`src/hdl/soc_bus_pkg.sv`:
```
`default_nettype none

package soc_bus_pkg;

    // bus widths
    parameter int DATA_W = 32;
    parameter int ADDR_W = 30;
    parameter int SEL_W  = DATA_W / 8;

    // default memory depth in words, as log2
    parameter int MEM_AW = 10;

    // region select field of the word address
    parameter int PAGE_MSB = 29;
    parameter int PAGE_LSB = 21;

    parameter logic [PAGE_MSB-PAGE_LSB:0] MEM_PAGE = 9'h000;
    parameter logic [PAGE_MSB-PAGE_LSB:0] SYS_PAGE = 9'h001;

    // switch/led port sits on a single word
    parameter logic [ADDR_W-1:0] SWLED_ADDR = 30'h0040_0001;

    // system register offsets, address bits 3:0
    parameter logic [3:0] SYS_OFS_ID      = 4'h0;
    parameter logic [3:0] SYS_OFS_SCRATCH = 4'h1;
    parameter logic [3:0] SYS_OFS_FAULT   = 4'h2;
    parameter logic [3:0] SYS_OFS_UPTIME  = 4'h3;
    parameter logic [3:0] SYS_OFS_IRQ     = 4'h4;

    parameter logic [DATA_W-1:0] BOARD_ID = 32'h2019_1028;

    // arbiter grant state
    typedef enum logic {
        OWNER_A,
        OWNER_B
    } owner_t;

endpackage : soc_bus_pkg

`default_nettype wire

```
`src/hdl/wb_if.sv`:
```
`timescale 1ns/1ps
`default_nettype none

interface wb_if;

    // request side, from the master
    logic                             cyc;
    logic                             stb;
    logic                             we;
    logic [soc_bus_pkg::ADDR_W-1:0]   addr;
    logic [soc_bus_pkg::DATA_W-1:0]   wdata;
    logic [soc_bus_pkg::SEL_W-1:0]    sel;

    // response side, from the slave
    logic                             ack;
    logic                             err;
    logic [soc_bus_pkg::DATA_W-1:0]   rdata;
    logic                             stall;

    modport master (
        output cyc, stb, we, addr, wdata, sel,
        input  ack, err, rdata, stall
    );

    modport slave (
        input  cyc, stb, we, addr, wdata, sel,
        output ack, err, rdata, stall
    );

endinterface : wb_if

`default_nettype wire

```
`src/hdl/bus_decoder.sv`:
```
`timescale 1ns/1ps
`default_nettype none

module bus_decoder #(
    parameter int MEM_AW = soc_bus_pkg::MEM_AW
) (
    input  wire                             i_clk,
    input  wire                             i_rst_n,
    wb_if.slave                             shared_bus,
    wb_if.master                            mem_bus,
    wb_if.master                            sys_bus,
    wb_if.master                            swled_bus,
    output logic                            o_fault,
    output logic [soc_bus_pkg::ADDR_W-1:0]  o_fault_addr
);

    localparam int ADDR_W = soc_bus_pkg::ADDR_W;

    logic [soc_bus_pkg::PAGE_MSB-soc_bus_pkg::PAGE_LSB:0] page;
    logic mem_sel;
    logic sys_sel;
    logic swled_sel;
    logic none_sel;

    assign page      = shared_bus.addr[soc_bus_pkg::PAGE_MSB:soc_bus_pkg::PAGE_LSB];
    assign mem_sel   = (page == soc_bus_pkg::MEM_PAGE);
    assign sys_sel   = (page == soc_bus_pkg::SYS_PAGE);
    assign swled_sel = (shared_bus.addr == soc_bus_pkg::SWLED_ADDR);
    assign none_sel  = !mem_sel && !sys_sel && !swled_sel;

    // request fields fan out, stb only to the hit slave
    assign mem_bus.cyc   = shared_bus.cyc;
    assign mem_bus.stb   = shared_bus.stb && mem_sel;
    assign mem_bus.we    = shared_bus.we;
    assign mem_bus.addr  = {{(ADDR_W-MEM_AW){1'b0}}, shared_bus.addr[MEM_AW-1:0]};
    assign mem_bus.wdata = shared_bus.wdata;
    assign mem_bus.sel   = shared_bus.sel;

    assign sys_bus.cyc   = shared_bus.cyc;
    assign sys_bus.stb   = shared_bus.stb && sys_sel;
    assign sys_bus.we    = shared_bus.we;
    assign sys_bus.addr  = shared_bus.addr;
    assign sys_bus.wdata = shared_bus.wdata;
    assign sys_bus.sel   = shared_bus.sel;

    assign swled_bus.cyc   = shared_bus.cyc;
    assign swled_bus.stb   = shared_bus.stb && swled_sel;
    assign swled_bus.we    = shared_bus.we;
    assign swled_bus.addr  = shared_bus.addr;
    assign swled_bus.wdata = shared_bus.wdata;
    assign swled_bus.sel   = shared_bus.sel;

    assign shared_bus.stall = (mem_sel && mem_bus.stall)
                            || (sys_sel && sys_bus.stall)
                            || (swled_sel && swled_bus.stall);

    // unmapped access, error back plus fault report
    always_ff @(posedge i_clk) begin
        if (!i_rst_n) begin
            shared_bus.err <= 1'b0;
            shared_bus.ack <= 1'b0;
            o_fault        <= 1'b0;
        end else begin
            shared_bus.err <= (shared_bus.stb && none_sel)
                            || mem_bus.err || sys_bus.err || swled_bus.err;
            shared_bus.ack <= mem_bus.ack || sys_bus.ack || swled_bus.ack;
            o_fault        <= shared_bus.stb && none_sel;
        end
    end

    always_ff @(posedge i_clk) begin
        o_fault_addr <= shared_bus.addr;
        if (mem_bus.ack) begin
            shared_bus.rdata <= mem_bus.rdata;
        end else if (sys_bus.ack) begin
            shared_bus.rdata <= sys_bus.rdata;
        end else if (swled_bus.ack) begin
            shared_bus.rdata <= swled_bus.rdata;
        end else begin
            shared_bus.rdata <= '0;
        end
    end

endmodule : bus_decoder

`default_nettype wire

```
`src/flat_wrapper.sv`:
```
// flat-port wrapper written by rule: the top's interface ports become plain ports
module bus_decoder_flat 
#(
    parameter int MEM_AW = soc_bus_pkg::MEM_AW
)
  (i_clk, i_rst_n, o_fault, o_fault_addr, shared_bus_cyc, shared_bus_stb, shared_bus_we, shared_bus_addr, shared_bus_wdata, shared_bus_sel, shared_bus_ack, shared_bus_err, shared_bus_rdata, shared_bus_stall, mem_bus_cyc, mem_bus_stb, mem_bus_we, mem_bus_addr, mem_bus_wdata, mem_bus_sel, mem_bus_ack, mem_bus_err, mem_bus_rdata, mem_bus_stall, sys_bus_cyc, sys_bus_stb, sys_bus_we, sys_bus_addr, sys_bus_wdata, sys_bus_sel, sys_bus_ack, sys_bus_err, sys_bus_rdata, sys_bus_stall, swled_bus_cyc, swled_bus_stb, swled_bus_we, swled_bus_addr, swled_bus_wdata, swled_bus_sel, swled_bus_ack, swled_bus_err, swled_bus_rdata, swled_bus_stall);
  wb_if shared_bus_i ();
  wb_if mem_bus_i ();
  wb_if sys_bus_i ();
  wb_if swled_bus_i ();
  input  wire i_clk;
  input  wire i_rst_n;
  output logic o_fault;
  output logic [soc_bus_pkg::ADDR_W-1:0] o_fault_addr;
  input wire logic [$bits(shared_bus_i.cyc)-1:0] shared_bus_cyc;
  input wire logic [$bits(shared_bus_i.stb)-1:0] shared_bus_stb;
  input wire logic [$bits(shared_bus_i.we)-1:0] shared_bus_we;
  input wire logic [$bits(shared_bus_i.addr)-1:0] shared_bus_addr;
  input wire logic [$bits(shared_bus_i.wdata)-1:0] shared_bus_wdata;
  input wire logic [$bits(shared_bus_i.sel)-1:0] shared_bus_sel;
  output wire logic [$bits(shared_bus_i.ack)-1:0] shared_bus_ack;
  output wire logic [$bits(shared_bus_i.err)-1:0] shared_bus_err;
  output wire logic [$bits(shared_bus_i.rdata)-1:0] shared_bus_rdata;
  output wire logic [$bits(shared_bus_i.stall)-1:0] shared_bus_stall;
  output wire logic [$bits(mem_bus_i.cyc)-1:0] mem_bus_cyc;
  output wire logic [$bits(mem_bus_i.stb)-1:0] mem_bus_stb;
  output wire logic [$bits(mem_bus_i.we)-1:0] mem_bus_we;
  output wire logic [$bits(mem_bus_i.addr)-1:0] mem_bus_addr;
  output wire logic [$bits(mem_bus_i.wdata)-1:0] mem_bus_wdata;
  output wire logic [$bits(mem_bus_i.sel)-1:0] mem_bus_sel;
  input wire logic [$bits(mem_bus_i.ack)-1:0] mem_bus_ack;
  input wire logic [$bits(mem_bus_i.err)-1:0] mem_bus_err;
  input wire logic [$bits(mem_bus_i.rdata)-1:0] mem_bus_rdata;
  input wire logic [$bits(mem_bus_i.stall)-1:0] mem_bus_stall;
  output wire logic [$bits(sys_bus_i.cyc)-1:0] sys_bus_cyc;
  output wire logic [$bits(sys_bus_i.stb)-1:0] sys_bus_stb;
  output wire logic [$bits(sys_bus_i.we)-1:0] sys_bus_we;
  output wire logic [$bits(sys_bus_i.addr)-1:0] sys_bus_addr;
  output wire logic [$bits(sys_bus_i.wdata)-1:0] sys_bus_wdata;
  output wire logic [$bits(sys_bus_i.sel)-1:0] sys_bus_sel;
  input wire logic [$bits(sys_bus_i.ack)-1:0] sys_bus_ack;
  input wire logic [$bits(sys_bus_i.err)-1:0] sys_bus_err;
  input wire logic [$bits(sys_bus_i.rdata)-1:0] sys_bus_rdata;
  input wire logic [$bits(sys_bus_i.stall)-1:0] sys_bus_stall;
  output wire logic [$bits(swled_bus_i.cyc)-1:0] swled_bus_cyc;
  output wire logic [$bits(swled_bus_i.stb)-1:0] swled_bus_stb;
  output wire logic [$bits(swled_bus_i.we)-1:0] swled_bus_we;
  output wire logic [$bits(swled_bus_i.addr)-1:0] swled_bus_addr;
  output wire logic [$bits(swled_bus_i.wdata)-1:0] swled_bus_wdata;
  output wire logic [$bits(swled_bus_i.sel)-1:0] swled_bus_sel;
  input wire logic [$bits(swled_bus_i.ack)-1:0] swled_bus_ack;
  input wire logic [$bits(swled_bus_i.err)-1:0] swled_bus_err;
  input wire logic [$bits(swled_bus_i.rdata)-1:0] swled_bus_rdata;
  input wire logic [$bits(swled_bus_i.stall)-1:0] swled_bus_stall;
  assign shared_bus_i.cyc = shared_bus_cyc;
  assign shared_bus_i.stb = shared_bus_stb;
  assign shared_bus_i.we = shared_bus_we;
  assign shared_bus_i.addr = shared_bus_addr;
  assign shared_bus_i.wdata = shared_bus_wdata;
  assign shared_bus_i.sel = shared_bus_sel;
  assign shared_bus_ack = shared_bus_i.ack;
  assign shared_bus_err = shared_bus_i.err;
  assign shared_bus_rdata = shared_bus_i.rdata;
  assign shared_bus_stall = shared_bus_i.stall;
  assign mem_bus_cyc = mem_bus_i.cyc;
  assign mem_bus_stb = mem_bus_i.stb;
  assign mem_bus_we = mem_bus_i.we;
  assign mem_bus_addr = mem_bus_i.addr;
  assign mem_bus_wdata = mem_bus_i.wdata;
  assign mem_bus_sel = mem_bus_i.sel;
  assign mem_bus_i.ack = mem_bus_ack;
  assign mem_bus_i.err = mem_bus_err;
  assign mem_bus_i.rdata = mem_bus_rdata;
  assign mem_bus_i.stall = mem_bus_stall;
  assign sys_bus_cyc = sys_bus_i.cyc;
  assign sys_bus_stb = sys_bus_i.stb;
  assign sys_bus_we = sys_bus_i.we;
  assign sys_bus_addr = sys_bus_i.addr;
  assign sys_bus_wdata = sys_bus_i.wdata;
  assign sys_bus_sel = sys_bus_i.sel;
  assign sys_bus_i.ack = sys_bus_ack;
  assign sys_bus_i.err = sys_bus_err;
  assign sys_bus_i.rdata = sys_bus_rdata;
  assign sys_bus_i.stall = sys_bus_stall;
  assign swled_bus_cyc = swled_bus_i.cyc;
  assign swled_bus_stb = swled_bus_i.stb;
  assign swled_bus_we = swled_bus_i.we;
  assign swled_bus_addr = swled_bus_i.addr;
  assign swled_bus_wdata = swled_bus_i.wdata;
  assign swled_bus_sel = swled_bus_i.sel;
  assign swled_bus_i.ack = swled_bus_ack;
  assign swled_bus_i.err = swled_bus_err;
  assign swled_bus_i.rdata = swled_bus_rdata;
  assign swled_bus_i.stall = swled_bus_stall;
  bus_decoder #(.MEM_AW(MEM_AW)) u_core (.i_clk(i_clk), .i_rst_n(i_rst_n), .shared_bus(shared_bus_i), .mem_bus(mem_bus_i), .sys_bus(sys_bus_i), .swled_bus(swled_bus_i), .o_fault(o_fault), .o_fault_addr(o_fault_addr));
endmodule
```
`config.mk`:
```
export PLATFORM = sky130hd
export DESIGN_NAME = bus_decoder_flat
export DESIGN_NICKNAME = d
export VERILOG_FILES = /design/src/hdl/soc_bus_pkg.sv /design/src/hdl/wb_if.sv /design/src/hdl/bus_decoder.sv /design/src/flat_wrapper.sv
export SDC_FILE = /design/constraint.sdc
export NUM_CORES = 1
export LEC_CHECK = 0
export ABC_AREA = 1
export BUFFER_PORTS_ARGS = -buffer_cell sky130_fd_sc_hd__buf_2
export CELL_PAD_IN_SITES_DETAIL_PLACEMENT = 1
export CELL_PAD_IN_SITES_GLOBAL_PLACEMENT = 1
export CORE_AREA = 2 2 175 177
export DETAILED_ROUTE_END_ITERATION = 8
export DIE_AREA = 0 0 177 179
export HOLD_SLACK_MARGIN = 0.03
export MAX_ROUTING_LAYER = met4
export PLACE_DENSITY = 0.63
export RECOVER_POWER = 25
export SYNTH_ARGS = -nofsm -noshare
export SYNTH_HDL_FRONTEND = slang
export SYNTH_SLANG_ARGS = --single-unit
```
`constraint.sdc`:
```
create_clock -name i_clk -period 1.2 [get_ports i_clk]
set_clock_uncertainty 0.1 [all_clocks]
set_input_delay 0.24 -clock i_clk [delete_from_list [all_inputs] [get_ports i_clk]]
set_output_delay 0.24 -clock i_clk [all_outputs]
set_load 0.01 [all_outputs]
```
==> flow_summary.toml <==
[outcome]
outcome = "finished with violations"
violations = "negative setup slack"

[worst_setup_path]
cp_data_arrival_time_ns = 1.10
critPathSlowestCell = "nor2_4"
path_class = "in -> out"
crit_chain = "buf_2 > nor2_4 > nand2_1 > nor2_4 > nand2_2 > nor2_1 > buf_2"
end_kind = "output port"
worst_ep_required_time_ns = 0.86
cp-start-kind = "input port"
crit_path_max_fanout = 3
max_stage_delay_ns = 0.16

[global_route]
grt.overflow.total = 0
grt_use_total_pct = 11.7
antenna_found_initial = 3
grt_max_degree = 20
grt_first_pass_wirelength_um = 24900
grt_pass1_vias = 3572

[floorplan]
die_x_um = 177
initial_core_util_pct = 12.8
num_io_pins = 449
dieArea_mm2 = 0.0317
core_mm2 = 0.0300
row_count = 64
die_h_um = 179

[cells_and_area]
fin_cells = 1051
area_growth_pct = 39.3
drive_above_1_share_pct = 55.3
antenna_cells = 0
fin_nets = 826

[cts]
cts-root-buf = "clkbuf_16"
clockBufferDepth = 2
htreeDepth = 3
cts_tree = "done"
clkSinkCount = 65
cts_buffers = 9
clk_pin_slew_ns = 0.05

[synthesis]
syn_area_mm2 = 0.00385
synth_area_leaders = "buf_4 41%, dfxtp_1 34%, a21oi_1 8.3%"
syn_avg_cell_area_um2 = 7.99
synthArstFlopShare_pct = 0
synth_cell_types = 20
synth-xor-area-share_pct = 0
synth_flop_cell = "dfxtp_1"
yosysWarnings = 0
seq_area_frac_synth_pct = 33.8
syn_inst = 482
synthAdderAreaFrac_pct = 0
synth_compound_area_share_pct = 8.93
synth_top_family_by_area = "buffers and inverters"
synth_top_cell_area_share_pct = 40.5
yosysMostFrequentCell = "buf_4"
synthMuxAreaShare_pct = 0
synth_common_cells = "208 x buf_4, 65 x dfxtp_1, 64 x a21oi_1"
ys_seq_elements = 65
synth_edf_count = 0
synth_top_area_cell = "buf_4"
synthSimpleGateAreaFrac_pct = 12.8

[detailed_routing]
wl_per_cell_um = 18.2
via_per_inst = 3.47
ant_nets = 0
drc = 0
dr.pass1.iters = 4
drt-initial-drc-count = 145
vias = 3644
wirelength_um = 19100

[timing]
worst_slack_ns = -0.240
layout_min_cycle_time_ns = 1.44
fin_crit_sh_pct = 120
hold_violations = 0
max_freq_mhz = 694
finalSetupViolations = 4
rsz0062_at_grt = "true"
hold_ws_ns = 0.0521
maxSlewViolCount = 0

[pwr]
peakVddDrop_v = 0.000490
p_leak_nw = 2.65
power_density_mw_per_mm2 = 1200

[place]
io_buffer_count = 276
dp_hpwl_um = 16000
dp_cells = 1002
gp_congestion = 0.752

[worst_hold_path]
worstHoldPathType = "in -> reg"
worstHoldPathCells = 3
hold_path_startpoint = "mem_bus_rdata[21]"
min_to = "u_core.shared_bus.rdata[21]"

[flow_run]
maxCapViolCount = 0
## power breakdown
group          internal [mW]  switching (mW)  leakage (nW)
Sequential              2.32          0.0361         0.548
Combinational          0.642           0.727          1.96
Clock                   1.66            1.06         0.142
Total                   4.62            1.83          2.65
## logic make-up after synthesis
family | count (synthesis)
buffers and inverters | 241
AOI/OAI and AO/OA | 67
DFF | 65
other | 1
and+or+nand+nor | 108
## state kept, by name (all words and copies together), names as in the netlist
register	flops
u_core.shared_bus.ack	1
u_core.o_fault_addr	30
u_core.shared_bus.err	1
u_core.o_fault	1
u_core.shared_bus.rdata	32
## worst max-delay path: cells and delay by family
kind / cells / cell delay (ns)
buffers and inverters: 2 / 0.26
AND/OR/NAND/NOR: 5 / 0.60
## timing repair
action                                  4_1_cts  5_1_grt
pin swaps                                    19        9
gates cloned                                  0        0
gates resized for setup                      33       10
endpoints found under the setup margin        4        7
hold endpoints to repair                     30        1
hold buffers                                 31        1
buffers inserted                              1        0
## cell type report
class	instances	area, um2
flip-flops and latches	65	1300
inverters	19	76.3
multi-input cells	195	1010
fillers	3671	24700
well taps	396	495
clock inverters	5	55.1
clock buffers	11	243
repair buffers	360	2190
## worst max-delay path by stage
stage,depth (start not counted),to,slack (ns),startpoint
after detailed placement,6,mem_bus_stb,-0.38,shared_bus_addr[25]
after floorplan,7,swled_bus_stb,0.009,shared_bus_addr[27]
after CTS,9,swled_bus_stb,-0.27,shared_bus_addr[26]
final,7,swled_bus_stb,-0.24,shared_bus_addr[24]
after global routing,7,swled_bus_stb,-0.32,shared_bus_addr[12]
after global placement,6,mem_bus_stb,-0.38,shared_bus_addr[25]
## layer usage
metal | global-route usage, % | part of all wire, % | wire (um)
met1 | 11.1 | 33 | 6390
met2 | 20.3 | 51 | 9700
met3 | 5.77 | 13 | 2440
met4 | 4.51 | 3.0 | 578
met5 | - | 0 | 0
## cells in the final DEF, fill, tap and decap left out, types with 3 or more instances in the layout
cell type and instances:
inv_2 4, buf_4 36, nand3_1 34, nor2_2 3, buf_12 6, buf_6 8, a21oi_1 64, nor2_4 7
clkbuf_16 9, nor2_1 40, buf_2 265, clkbuf_1 13, nand2_2 8, conb_1 20, dfxtp_1 65, nand2_1 9
inv_1 13, dlygate4sd3_1 32
## metrics by stage
| stage | total power, mW | utilization, % | cell area (um2) | setup slack (ns) | TNS, ns |
|---|---|---|---|---|---|
| 4_1_cts | 6.66 | 17.9 | 5370 | -0.270 | -0.966 |
| 3_5_place_dp | 3.68 | 15.4 | 4620 | -0.378 | -2.60 |
| 2_1_floorplan | 3.44 | - | 3920 | 0.00872 | 0 |
| 5_1_grt | 6.86 | 17.9 | 5370 | -0.322 | -1.07 |
| 6_report | 6.44 | 17.9 | 5370 | -0.240 | -0.811 |
| 3_3_place_gp | 3.66 | 15.4 | 4620 | -0.380 | -2.36 |
(Power assumes the default switching activity.)
