===== config.mk =====
export PLATFORM = sky130hd
export DESIGN_NAME = wb_pri_arbiter_flat
export DESIGN_NICKNAME = d
export VERILOG_FILES = /design/src/hdl/soc_bus_pkg.sv /design/src/hdl/wb_if.sv /design/src/hdl/wb_pri_arbiter.sv /design/src/flat_wrapper.sv
export SDC_FILE = /design/constraint.sdc
export NUM_CORES = 1
export LEC_CHECK = 0
export BUFFER_PORTS_ARGS = -buffer_cell sky130_fd_sc_hd__buf_2
export CORE_AREA = 2 2 121 123
export DETAILED_ROUTE_END_ITERATION = 8
export DIE_AREA = 0 0 123 125
export GPL_ROUTABILITY_DRIVEN = 0
export PLACE_DENSITY_LB_ADDON = 0.15
export SYNTH_ARGS = -nofsm -noshare
export SYNTH_HDL_FRONTEND = slang
export SYNTH_SLANG_ARGS = --single-unit

===== constraint.sdc =====
create_clock -name i_clk -period 1.43 [get_ports i_clk]
set_input_delay 0.429 -clock i_clk [delete_from_list [all_inputs] [get_ports i_clk]]
set_output_delay 0.429 -clock i_clk [all_outputs]
set_load 0.005 [all_outputs]

===== src/hdl/soc_bus_pkg.sv =====
`default_nettype none

package soc_bus_pkg;

    // bus widths
    parameter int DATA_W = 32;
    parameter int ADDR_W = 30;
    parameter int SEL_W  = DATA_W / 8;

    // default memory depth in words, as log2
    parameter int MEM_AW = 10;

    // region select field of the word address
    parameter int PAGE_MSB = 29;
    parameter int PAGE_LSB = 21;

    parameter logic [PAGE_MSB-PAGE_LSB:0] MEM_PAGE = 9'h000;
    parameter logic [PAGE_MSB-PAGE_LSB:0] SYS_PAGE = 9'h001;

    // switch/led port sits on a single word
    parameter logic [ADDR_W-1:0] SWLED_ADDR = 30'h0040_0001;

    // system register offsets, address bits 3:0
    parameter logic [3:0] SYS_OFS_ID      = 4'h0;
    parameter logic [3:0] SYS_OFS_SCRATCH = 4'h1;
    parameter logic [3:0] SYS_OFS_FAULT   = 4'h2;
    parameter logic [3:0] SYS_OFS_UPTIME  = 4'h3;
    parameter logic [3:0] SYS_OFS_IRQ     = 4'h4;

    parameter logic [DATA_W-1:0] BOARD_ID = 32'h2019_1028;

    // arbiter grant state
    typedef enum logic {
        OWNER_A,
        OWNER_B
    } owner_t;

endpackage : soc_bus_pkg

`default_nettype wire


===== src/hdl/wb_if.sv =====
`timescale 1ns/1ps
`default_nettype none

interface wb_if;

    // request side, from the master
    logic                             cyc;
    logic                             stb;
    logic                             we;
    logic [soc_bus_pkg::ADDR_W-1:0]   addr;
    logic [soc_bus_pkg::DATA_W-1:0]   wdata;
    logic [soc_bus_pkg::SEL_W-1:0]    sel;

    // response side, from the slave
    logic                             ack;
    logic                             err;
    logic [soc_bus_pkg::DATA_W-1:0]   rdata;
    logic                             stall;

    modport master (
        output cyc, stb, we, addr, wdata, sel,
        input  ack, err, rdata, stall
    );

    modport slave (
        input  cyc, stb, we, addr, wdata, sel,
        output ack, err, rdata, stall
    );

endinterface : wb_if

`default_nettype wire


===== src/hdl/wb_pri_arbiter.sv =====
`timescale 1ns/1ps
`default_nettype none

module wb_pri_arbiter (
    input  wire                             i_clk,
    input  wire                             i_rst_n,
    // master a, higher priority
    input  wire                             i_a_cyc,
    input  wire                             i_a_stb,
    input  wire                             i_a_we,
    input  wire [soc_bus_pkg::ADDR_W-1:0]   i_a_addr,
    input  wire [soc_bus_pkg::DATA_W-1:0]   i_a_data,
    input  wire [soc_bus_pkg::SEL_W-1:0]    i_a_sel,
    output logic                            o_a_ack,
    output logic                            o_a_stall,
    output logic                            o_a_err,
    output logic [soc_bus_pkg::DATA_W-1:0]  o_a_data,
    // master b
    input  wire                             i_b_cyc,
    input  wire                             i_b_stb,
    input  wire                             i_b_we,
    input  wire [soc_bus_pkg::ADDR_W-1:0]   i_b_addr,
    input  wire [soc_bus_pkg::DATA_W-1:0]   i_b_data,
    input  wire [soc_bus_pkg::SEL_W-1:0]    i_b_sel,
    output logic                            o_b_ack,
    output logic                            o_b_stall,
    output logic                            o_b_err,
    output logic [soc_bus_pkg::DATA_W-1:0]  o_b_data,
    // merged bus
    wb_if.master                            shared_bus
);

    soc_bus_pkg::owner_t owner;
    logic                a_owns;

    // grant only moves while the owner is idle, a wins a tie
    always_ff @(posedge i_clk) begin
        if (!i_rst_n) begin
            owner <= soc_bus_pkg::OWNER_A;
        end else if ((a_owns && !i_a_cyc) || (!a_owns && !i_b_cyc)) begin
            owner <= (i_b_cyc && !i_a_cyc) ? soc_bus_pkg::OWNER_B : soc_bus_pkg::OWNER_A;
        end
    end

    assign a_owns = (owner == soc_bus_pkg::OWNER_A);

    assign shared_bus.cyc   = a_owns ? i_a_cyc  : i_b_cyc;
    assign shared_bus.stb   = a_owns ? i_a_stb  : i_b_stb;
    assign shared_bus.we    = a_owns ? i_a_we   : i_b_we;
    assign shared_bus.addr  = a_owns ? i_a_addr : i_b_addr;
    assign shared_bus.wdata = a_owns ? i_a_data : i_b_data;
    assign shared_bus.sel   = a_owns ? i_a_sel  : i_b_sel;

    // responses go back to the owner only
    assign o_a_ack  = a_owns && shared_bus.ack;
    assign o_a_err  = a_owns && shared_bus.err;
    assign o_a_data = a_owns ? shared_bus.rdata : '0;
    assign o_b_ack  = !a_owns && shared_bus.ack;
    assign o_b_err  = !a_owns && shared_bus.err;
    assign o_b_data = a_owns ? '0 : shared_bus.rdata;

    // the waiting master is held off while it strobes
    assign o_a_stall = a_owns ? shared_bus.stall : i_a_stb;
    assign o_b_stall = a_owns ? i_b_stb : shared_bus.stall;

endmodule : wb_pri_arbiter

`default_nettype wire


===== src/flat_wrapper.sv =====
// flat-port wrapper written by rule: the top's interface ports become plain ports
module wb_pri_arbiter_flat 
  (i_clk, i_rst_n, i_a_cyc, i_a_stb, i_a_we, i_a_addr, i_a_data, i_a_sel, o_a_ack, o_a_stall, o_a_err, o_a_data, i_b_cyc, i_b_stb, i_b_we, i_b_addr, i_b_data, i_b_sel, o_b_ack, o_b_stall, o_b_err, o_b_data, shared_bus_cyc, shared_bus_stb, shared_bus_we, shared_bus_addr, shared_bus_wdata, shared_bus_sel, shared_bus_ack, shared_bus_err, shared_bus_rdata, shared_bus_stall);
  wb_if shared_bus_i ();
  input  wire i_clk;
  input  wire i_rst_n;
  input  wire i_a_cyc;
  input  wire i_a_stb;
  input  wire i_a_we;
  input  wire [soc_bus_pkg::ADDR_W-1:0] i_a_addr;
  input  wire [soc_bus_pkg::DATA_W-1:0] i_a_data;
  input  wire [soc_bus_pkg::SEL_W-1:0] i_a_sel;
  output logic o_a_ack;
  output logic o_a_stall;
  output logic o_a_err;
  output logic [soc_bus_pkg::DATA_W-1:0] o_a_data;
  input  wire i_b_cyc;
  input  wire i_b_stb;
  input  wire i_b_we;
  input  wire [soc_bus_pkg::ADDR_W-1:0] i_b_addr;
  input  wire [soc_bus_pkg::DATA_W-1:0] i_b_data;
  input  wire [soc_bus_pkg::SEL_W-1:0] i_b_sel;
  output logic o_b_ack;
  output logic o_b_stall;
  output logic o_b_err;
  output logic [soc_bus_pkg::DATA_W-1:0] o_b_data;
  output wire logic [$bits(shared_bus_i.cyc)-1:0] shared_bus_cyc;
  output wire logic [$bits(shared_bus_i.stb)-1:0] shared_bus_stb;
  output wire logic [$bits(shared_bus_i.we)-1:0] shared_bus_we;
  output wire logic [$bits(shared_bus_i.addr)-1:0] shared_bus_addr;
  output wire logic [$bits(shared_bus_i.wdata)-1:0] shared_bus_wdata;
  output wire logic [$bits(shared_bus_i.sel)-1:0] shared_bus_sel;
  input wire logic [$bits(shared_bus_i.ack)-1:0] shared_bus_ack;
  input wire logic [$bits(shared_bus_i.err)-1:0] shared_bus_err;
  input wire logic [$bits(shared_bus_i.rdata)-1:0] shared_bus_rdata;
  input wire logic [$bits(shared_bus_i.stall)-1:0] shared_bus_stall;
  assign shared_bus_cyc = shared_bus_i.cyc;
  assign shared_bus_stb = shared_bus_i.stb;
  assign shared_bus_we = shared_bus_i.we;
  assign shared_bus_addr = shared_bus_i.addr;
  assign shared_bus_wdata = shared_bus_i.wdata;
  assign shared_bus_sel = shared_bus_i.sel;
  assign shared_bus_i.ack = shared_bus_ack;
  assign shared_bus_i.err = shared_bus_err;
  assign shared_bus_i.rdata = shared_bus_rdata;
  assign shared_bus_i.stall = shared_bus_stall;
  wb_pri_arbiter u_core (.i_clk(i_clk), .i_rst_n(i_rst_n), .i_a_cyc(i_a_cyc), .i_a_stb(i_a_stb), .i_a_we(i_a_we), .i_a_addr(i_a_addr), .i_a_data(i_a_data), .i_a_sel(i_a_sel), .o_a_ack(o_a_ack), .o_a_stall(o_a_stall), .o_a_err(o_a_err), .o_a_data(o_a_data), .i_b_cyc(i_b_cyc), .i_b_stb(i_b_stb), .i_b_we(i_b_we), .i_b_addr(i_b_addr), .i_b_data(i_b_data), .i_b_sel(i_b_sel), .o_b_ack(o_b_ack), .o_b_stall(o_b_stall), .o_b_err(o_b_err), .o_b_data(o_b_data), .shared_bus(shared_bus_i));
endmodule

==> metrics.md, run 1 <==
| Metric | Value |
|---|---|
| Global Route Usage Sum | 8.14% |
| Nets | 652 |
| Clk slew on worst S/H paths | 0 ns |
| Critical path origin | u_core.owner |
| Final setup viols | 116 |
| Ratio of cells with drive above 1 in the final layout | 89.9% |
| Hold endpoint | u_core.owner |
| DRC | 0 |
| RSZ-0062 raised after global routing | yes |
| CP Launch Type | flop |
| Ports | 314 |
| Avg Cell Area, Syn | 9.88 sq um |
| Place WS | -0.127 ns |
| Drt pass-1 iters | 3 |
| Top Registers | u_core.owner (1) |
| Worst Path Arrival | 1.10 ns |
| Reg2Reg Capture Point | u_core.owner |
| First-pass GRT wire length | 10.3 mm |
| Max reg flops | 1 |
| R2R cell count | 3 |
| Overall power | 0.00115 W |
| DP HPWL | 6.54 mm |
| Crit-path cells | buf_4 -> mux2_2 -> buf_2 |
| Final period demand of the worst path | 1.53 ns |
| Max-slew violations | 0 |
| Failing checks | negative setup slack |
| CP Buf/Inv Count | 2 |
| Die Wd | 123 um |
| Core Region | 14200 sq um |
| DRT Wirelength | 7.93 mm |
| Syn. warnings | 0 |
| Clk_lat worst skew | 0 ns |
| Slowest stage delay, CP | 0.42 ns |
| Std-Cell Rows | 44 |
| #FFs+latches synth | 1 |
| MaxCap Viol Count | 0 |
| Slowest cell on crit path | dfxtp_4 |
| Fillers | 1504 |
| Critical R2R Launch | u_core.owner |
| Seq/Total Area, Yosys | 1.27% |
| TNS Setup | -5.73 ns |
| Lkg Pwr | 2.20 nW |
| Worst Tran Pin Value | 0.165 ns |
| Die ar. | 15400 sq um |
| Worst EP required | 1.00 ns |
| Setup ws final | -0.102 ns |
| Crit-path max FO | 8 |
| # diodes | 0 |
| Relative slew slack | 89.0% |
| Maximum VDD drop | 0.145 mV |
| Biggest register | u_core.owner |
| Outcome | finished with violations |
| Final Hold Vio Count | 0 |
| Synth cell types | 14 |
| Mapped Cells | 159 |
| Hold path depth | 2 |
| Max Fclk | 0.653 GHz |
| Net count after synthesis | 334 |
| Endpoint type of the worst setup path | primary output |
| Area Overhead vs Synth | 151% |
| Grt total ovfl | 0 |
| Final Skew | 0 ns |
| Vias in the first global route | 2165 |
| Hold Crit Class | input pin to flop |
| Min-delay src | i_rst_n |
| PortBufs | 313 |
| FF-to-FF setup slack | 0.42 ns |
| Delay-heaviest family, CP | flip-flops |
| Starting density of the core | 11.1% |
| Post-DR vias/cell | 3.64 |
| Synth Cell Area | 1570 sq um |
| PD cells | 290 nW/um^2 |
| Largest net degree at the start of global routing | 34 |
| Crit path kind | flop to primary output |
| Tcrit/Tclk final | 107% |
| Initial antenna violation count | 0 |
| WL/cell | 12.0 um |
| Post-route ant nets | 0 |
| Die Span Y | 125 um |
| Vias | 2399 |
| Cts hold-fix bufs | 0 |
| DR iter-0 viols | 9 |
per-layer routing:
layer / track usage (%) / share of wire (%)
met5: 0 / 0
met3: 1.00 / 12
met2: 18.4 / 56
met4: 0 / 0
met1: 7.82 / 32
kinds of logic after synthesis:
| logic type | share of synthesized area, % |
|---|---|
| simple gates | 28.8 |
| mux | 59.8 |
| flops | 1.27 |
| buf+inv | 10.2 |
cells in the mapped netlist:
cell,n,area (sq um)
mux2_4,40,601
and2_1,34,213
mux2_2,30,338
nor2b_1,29,181
buf_2,7,35.0
and2b_1,5,37.5
buf_12,4,80.1
buf_6,2,22.5
clkbuf_1,2,7.51
nand2_1,2,7.51
and3_1,1,6.26
buf_8,1,15.0
dfxtp_1,1,20.0
nand2b_1,1,6.26
power by group:
group          switching [W]  leakage, nW  internal, W
registers         0.00000567      0.00891    0.0000291
logic               0.000365         2.19     0.000748
clock network              0            0            0
cells in the final DEF (no fill, tap or decap):
| master | n |
|---|---|
| nor2b_2 | 3 |
| nor2b_4 | 4 |
| clkbuf_16 | 1 |
| and2_4 | 17 |
| buf_2 | 253 |
| and2b_1 | 5 |
| buf_6 | 64 |
| buf_8 | 5 |
| and2_1 | 17 |
| dfxtp_4 | 1 |
| nand2_1 | 2 |
| mux2_2 | 28 |
| buf_4 | 4 |
| and3_1 | 1 |
| mux2_4 | 42 |
| nand2b_1 | 1 |
| buf_12 | 5 |
| nor2b_1 | 22 |
worst max-delay path by stage:
stage / to / depth (start not counted)
after CTS: shared_bus_addr[26] / 3
after floorplan: shared_bus_addr[0] / 4
after global placement: shared_bus_wdata[11] / 3
after global routing: o_a_data[4] / 4
final: shared_bus_wdata[16] / 3
after detailed placement: shared_bus_wdata[11] / 3
layout make-up:
type | count | area, sq um | share of cell area, %
timing repair buffer | 332 | 2220 | 56.1
multi-input combinational | 142 | 1480 | 37.4
tap | 184 | 230 | 5.83
sequential | 1 | 23.8 | 0.602
timing repair:
action | CTS | global route
setup buffers | 1 | 2
pin swaps | 0 | 0
endpoints found under the setup margin | 94 | 127
gates resized for setup | 36 | 66
gates cloned | 1 | 2
metrics by stage:
step | std cells | instance area, sq um | util [%] | hold slack, ns
after global placement | 654 | 3350 | 23.6 | 0.720
after CTS | 656 | 3600 | 25.4 | 0.710
after floorplan | 159 | 1570 | - | 0.575
after detailed placement | 654 | 3350 | 23.6 | 0.710
after global routing | 659 | 3950 | 27.8 | 0.722
final | 659 | 3950 | 27.8 | 0.700
Note: power is estimated with default switching activity, not from simulation.
==> run 2: changes to the inputs <==
--- a/config.mk
+++ b/config.mk
@@ -14,3 +14,4 @@
 export SYNTH_ARGS = -nofsm -noshare
 export SYNTH_HDL_FRONTEND = slang
 export SYNTH_SLANG_ARGS = --single-unit
+export TNS_END_PERCENT = 20
==> run 2 against run 1 <==
Net effect: the run still ends with negative setup slack left; via count hardly changed; sequential share of layout area about the same; first-iteration DRC count down 33%; fmax shrank 0.94%; sequential power is 6.1% lower; critical path type unchanged; largest cell class unchanged.
==> metrics.md, run 2 (synthesis results as in run 1) <==
| Metric | Value |
|---|---|
| Std-Cell Rows | 44 |
| DR iter-0 viols | 6 |
| Vias in the first global route | 2130 |
| PD cells | 290 nW/um^2 |
| Hold path depth | 2 |
| Failing checks | negative setup slack |
| Tcrit/Tclk final | 108% |
| Ports | 314 |
| Initial antenna violation count | 0 |
| Global Route Usage Sum | 7.92% |
| Core Region | 14200 sq um |
| Worst EP required | 1.00 ns |
| Vias | 2398 |
| # diodes | 0 |
| Post-DR vias/cell | 3.62 |
| Most common cell after layout, fill and taps aside | buf_2 |
| Nets | 655 |
| Max Fclk | 0.647 GHz |
| DP HPWL | 6.54 mm |
| Grt total ovfl | 0 |
| Die Wd | 123 um |
| Max reg flops | 1 |
| Endpoint type of the worst setup path | primary output |
| Clk_lat worst skew | 0 ns |
| Final hold slack | 0.700 ns |
| Post-route ant nets | 0 |
| Lkg Pwr | 2.19 nW |
| Relative slew slack | 91.6% |
| Top Registers | u_core.owner (1) |
| Final setup viols | 108 |
| Die ar. | 15400 sq um |
| Overall power | 0.00112 W |
| Cts hold-fix bufs | 0 |
| RSZ-0062 raised after global routing | yes |
| First-pass GRT wire length | 10.1 mm |
| Crit-path max FO | 8 |
| Setup ws final | -0.116 ns |
| PortBufs | 313 |
| Max-slew violations | 0 |
| Die Span Y | 125 um |
| DRC | 0 |
| Starting density of the core | 11.1% |
| Outcome | finished with violations |
| Ratio of cells with drive above 1 in the final layout | 87.0% |
| Area Overhead vs Synth | 146% |
| Crit path kind | flop to primary output |
| Clk slew on worst S/H paths | 0 ns |
| Largest net degree at the start of global routing | 34 |
| Worst Tran Pin Value | 0.126 ns |
| Worst Path Arrival | 1.12 ns |
| R2R cell count | 3 |
| MaxCap Viol Count | 0 |
| Final period demand of the worst path | 1.55 ns |
| DRT Wirelength | 8.09 mm |
| Final Skew | 0 ns |
| Maximum VDD drop | 0.131 mV |
| CP Launch Type | flop |
| Final Hold Vio Count | 0 |
| Hold Crit Class | input pin to flop |
| Final core utilization | 27.2% |
| Biggest register | u_core.owner |
| Most frequent cells in the layout | buf_2, buf_6, mux2_4, and2_1, mux2_2 |
| WL/cell | 12.2 um |
| Drt pass-1 iters | 3 |
[run 2: cell types whose count changed in the layout (fill, tap and decap cells not counted), sizes merged]
cell,delta
clkbuf,+4
buf,-1
[run 2: power by group]
group / internal, W / leakage, nW / switching, W / total, W
sequential: 0.0000290 / 0.00891 / 0.00000358 / 0.0000326
clock: 0 / 0 / 0 / 0
combinational: 0.000728 / 2.18 / 0.000363 / 0.00109
total: 0.000757 / 2.19 / 0.000367 / 0.00112
[run 2: what timing repair did]
action	in CTS	in global routing
setup buffers	0	2
gates resized for setup	28	40
gates cloned	0	6
setup endpoints to repair	94	117
[run 2: final cells by class]
type / count / area [sq um]
Sequential cell: 1 / 23.8
Tap cell: 184 / 230
Multi-Input combinational cell: 142 / 1440
Timing Repair Buffer: 335 / 2180
Fill cell: 1512 / 10300
[run 2: path summary, 6_finish.rpt]
path	to	slack, ns	from
setup / recovery	shared_bus_addr[0]	-0.12	u_core.owner
hold / removal	u_core.owner	0.70	i_rst_n
hold reg to reg	u_core.owner	0.91	u_core.owner
setup reg to reg	u_core.owner	0.45	u_core.owner
[run 2: per-stage QoR]
step / instances / setup TNS [ns] / cell area (sq um) / setup slack (ns)
finish: 662 / -5.89 / 3870 / -0.116
global route: 662 / -10.49 / 3870 / -0.147
CTS: 654 / -5.06 / 3530 / -0.129
detailed placement: 654 / -5.01 / 3350 / -0.127
global placement: 654 / -3.96 / 3350 / -0.109
floorplan: 159 / 0 / 1570 / 0.0181
[run 2: critical path, stage by stage (launching register included)]
cell,delay [ns]
dfxtp_4,0.38
buf_12,0.15
clkbuf_16,0.17
mux2_4,0.30
buf_6,0.11
[run 2: per-layer routing]
layer | vias up | share of wire, % | global-route usage (%)
li1 | 1172 | - | -
met1 | 1047 | 34 | 7.52
met2 | 179 | 55 | 18.0
met3 | 0 | 11 | 1.00
met4 | 0 | 0 | 0
met5 | - | 0 | 0
==> run 3: changes to the inputs <==
==> constraint.sdc (replaced) <==
create_clock -name i_clk -period 1.43 [get_ports i_clk]
set_input_delay 0.429 -clock i_clk [delete_from_list [all_inputs] [get_ports i_clk]]
set_output_delay 0.429 -clock i_clk [all_outputs]
set_load 0.05 [all_outputs]
==> run 3 against run 2 <==
Net effect: the flow still finishes with violations (negative setup slack); routed wire length is 13% higher; total power is 110% higher; sequential power hardly changed; combinational power is 110% higher; die area stayed put; sequential share of layout area is 0.13 points lower; flip-flop and latch count stayed put.
==> metrics.md, run 3 (synthesis results as in run 1) <==
| Metric | Value |
|---|---|
| Outcome | finished with violations |
| Failing checks | negative setup slack |
| Relative slew slack | 82.7% |
| Post-route ant nets | 0 |
| CP Launch Type | flop |
| Clk slew on worst S/H paths | 0 ns |
| Global Route Usage Sum | 9.41% |
| Worst Tran Pin Value | 0.262 ns |
| PortBufs | 313 |
| Ports | 314 |
| DR iter-0 viols | 19 |
| # diodes | 0 |
| Nets | 658 |
| Core Region | 14200 sq um |
| Worst EP required | 1.00 ns |
| DP HPWL | 6.76 mm |
| Die Span Y | 125 um |
| Std-Cell Rows | 44 |
| Most common cell after layout, fill and taps aside | buf_2 |
| Die Wd | 123 um |
| Max-slew violations | 0 |
| Final period demand of the worst path | 1.60 ns |
| Final hold slack | 0.683 ns |
| Post-DR vias/cell | 3.69 |
| Tcrit/Tclk final | 112% |
| Largest net degree at the start of global routing | 21 |
| Crit path kind | flop to primary output |
| Vias in the first global route | 2417 |
| Final Hold Vio Count | 0 |
| Biggest register | u_core.owner |
| Maximum VDD drop | 0.185 mV |
| DRC | 0 |
| Grt total ovfl | 0 |
| Ratio of cells with drive above 1 in the final layout | 98.8% |
| Starting density of the core | 11.1% |
| Final setup viols | 106 |
| Max reg flops | 1 |
| Hold Crit Class | input pin to flop |
| Area Overhead vs Synth | 212% |
| First-pass GRT wire length | 11.8 mm |
| WL/cell | 13.7 um |
| Most frequent cells in the layout | buf_2, buf_6, mux2_4, buf_8, nor2b_4 |
| Initial antenna violation count | 0 |
| Drt pass-1 iters | 4 |
| Lkg Pwr | 2.64 nW |
| Setup ws final | -0.167 ns |
| RSZ-0062 raised after global routing | yes |
| Endpoint type of the worst setup path | primary output |
| Final Skew | 0 ns |
| Die ar. | 15400 sq um |
| Cts hold-fix bufs | 0 |
| Clk_lat worst skew | 0 ns |
| PD cells | 484 nW/um^2 |
| MaxCap Viol Count | 0 |
| Worst Path Arrival | 1.17 ns |
| Vias | 2451 |
| Top Registers | u_core.owner (1) |
| Max Fclk | 0.626 GHz |
| DRT Wirelength | 9.10 mm |
| Crit-path max FO | 11 |
| Place WS | -0.254 ns |
run 3: changes by cell type in the layout (fill, tap and decap cells not counted), sizes merged:
cell,delta
clkbuf,-2
buf,+5
run 3: worst max-delay path: stages, from the launching register on:
cell	delay, ns
dfxtp_4	0.38
buf_12	0.16
buf_12	0.15
mux2_4	0.31
buf_6	0.15
run 3: area by class of cell:
| class | instances | area (sq um) |
|---|---|---|
| fillers | 1420 | 9300 |
| well taps | 184 | 230 |
| multi-input cells | 142 | 1770 |
| repair buffers | 338 | 2880 |
| flip-flops and latches | 1 | 23.8 |
run 3: report_power, final:
group	leakage (nW)	total (W)	internal [W]	switching, W
clock network	0	0	0	0
registers	0.00891	0.0000328	0.0000290	0.00000376
logic	2.63	0.00234	0.00104	0.00129
total	2.64	0.00237	0.00107	0.00130
run 3: worst paths after layout:
check        slack, ns  cells after the start         start                   to
max              -0.17                      4  u_core.owner  shared_bus_addr[10]
max reg2reg       0.30                      4  u_core.owner         u_core.owner
min               0.68                      2       i_rst_n         u_core.owner
min reg2reg       1.04                      4  u_core.owner         u_core.owner
run 3: metal layers:
metal  up-vias  global-route usage [%]  wire length (um)
li1       1181                       -                 -
met1      1116                    8.56              2880
met2       154                    21.7              5400
met3         0                    1.23               822
met4         0                       0                 0
met5         -                       0                 0
run 3: through the flow:
| stage | TNS (ns) | util (%) | instance area (sq um) | cells | total power, W |
|---|---|---|---|---|---|
| 3_3_place_gp | -19.99 | 25.6 | 3640 | 648 | 0.00189 |
| 4_1_cts | -12.10 | 32.4 | 4600 | 661 | 0.00226 |
| 5_1_grt | -16.37 | 34.5 | 4900 | 665 | 0.00246 |
| 3_5_place_dp | -21.24 | 25.6 | 3640 | 648 | 0.00189 |
| 6_report | -12.57 | 34.5 | 4900 | 665 | 0.00237 |
| 2_1_floorplan | -5.75 | - | 1910 | 159 | 0.00143 |
run 3: timing repair:
item / CTS / global route
resized for setup: 247 / 61
setup endpoints to repair: 118 / 132
buffers inserted: 8 / 1
cloned: 5 / 3
endpoints found under the hold margin: 0 / 0
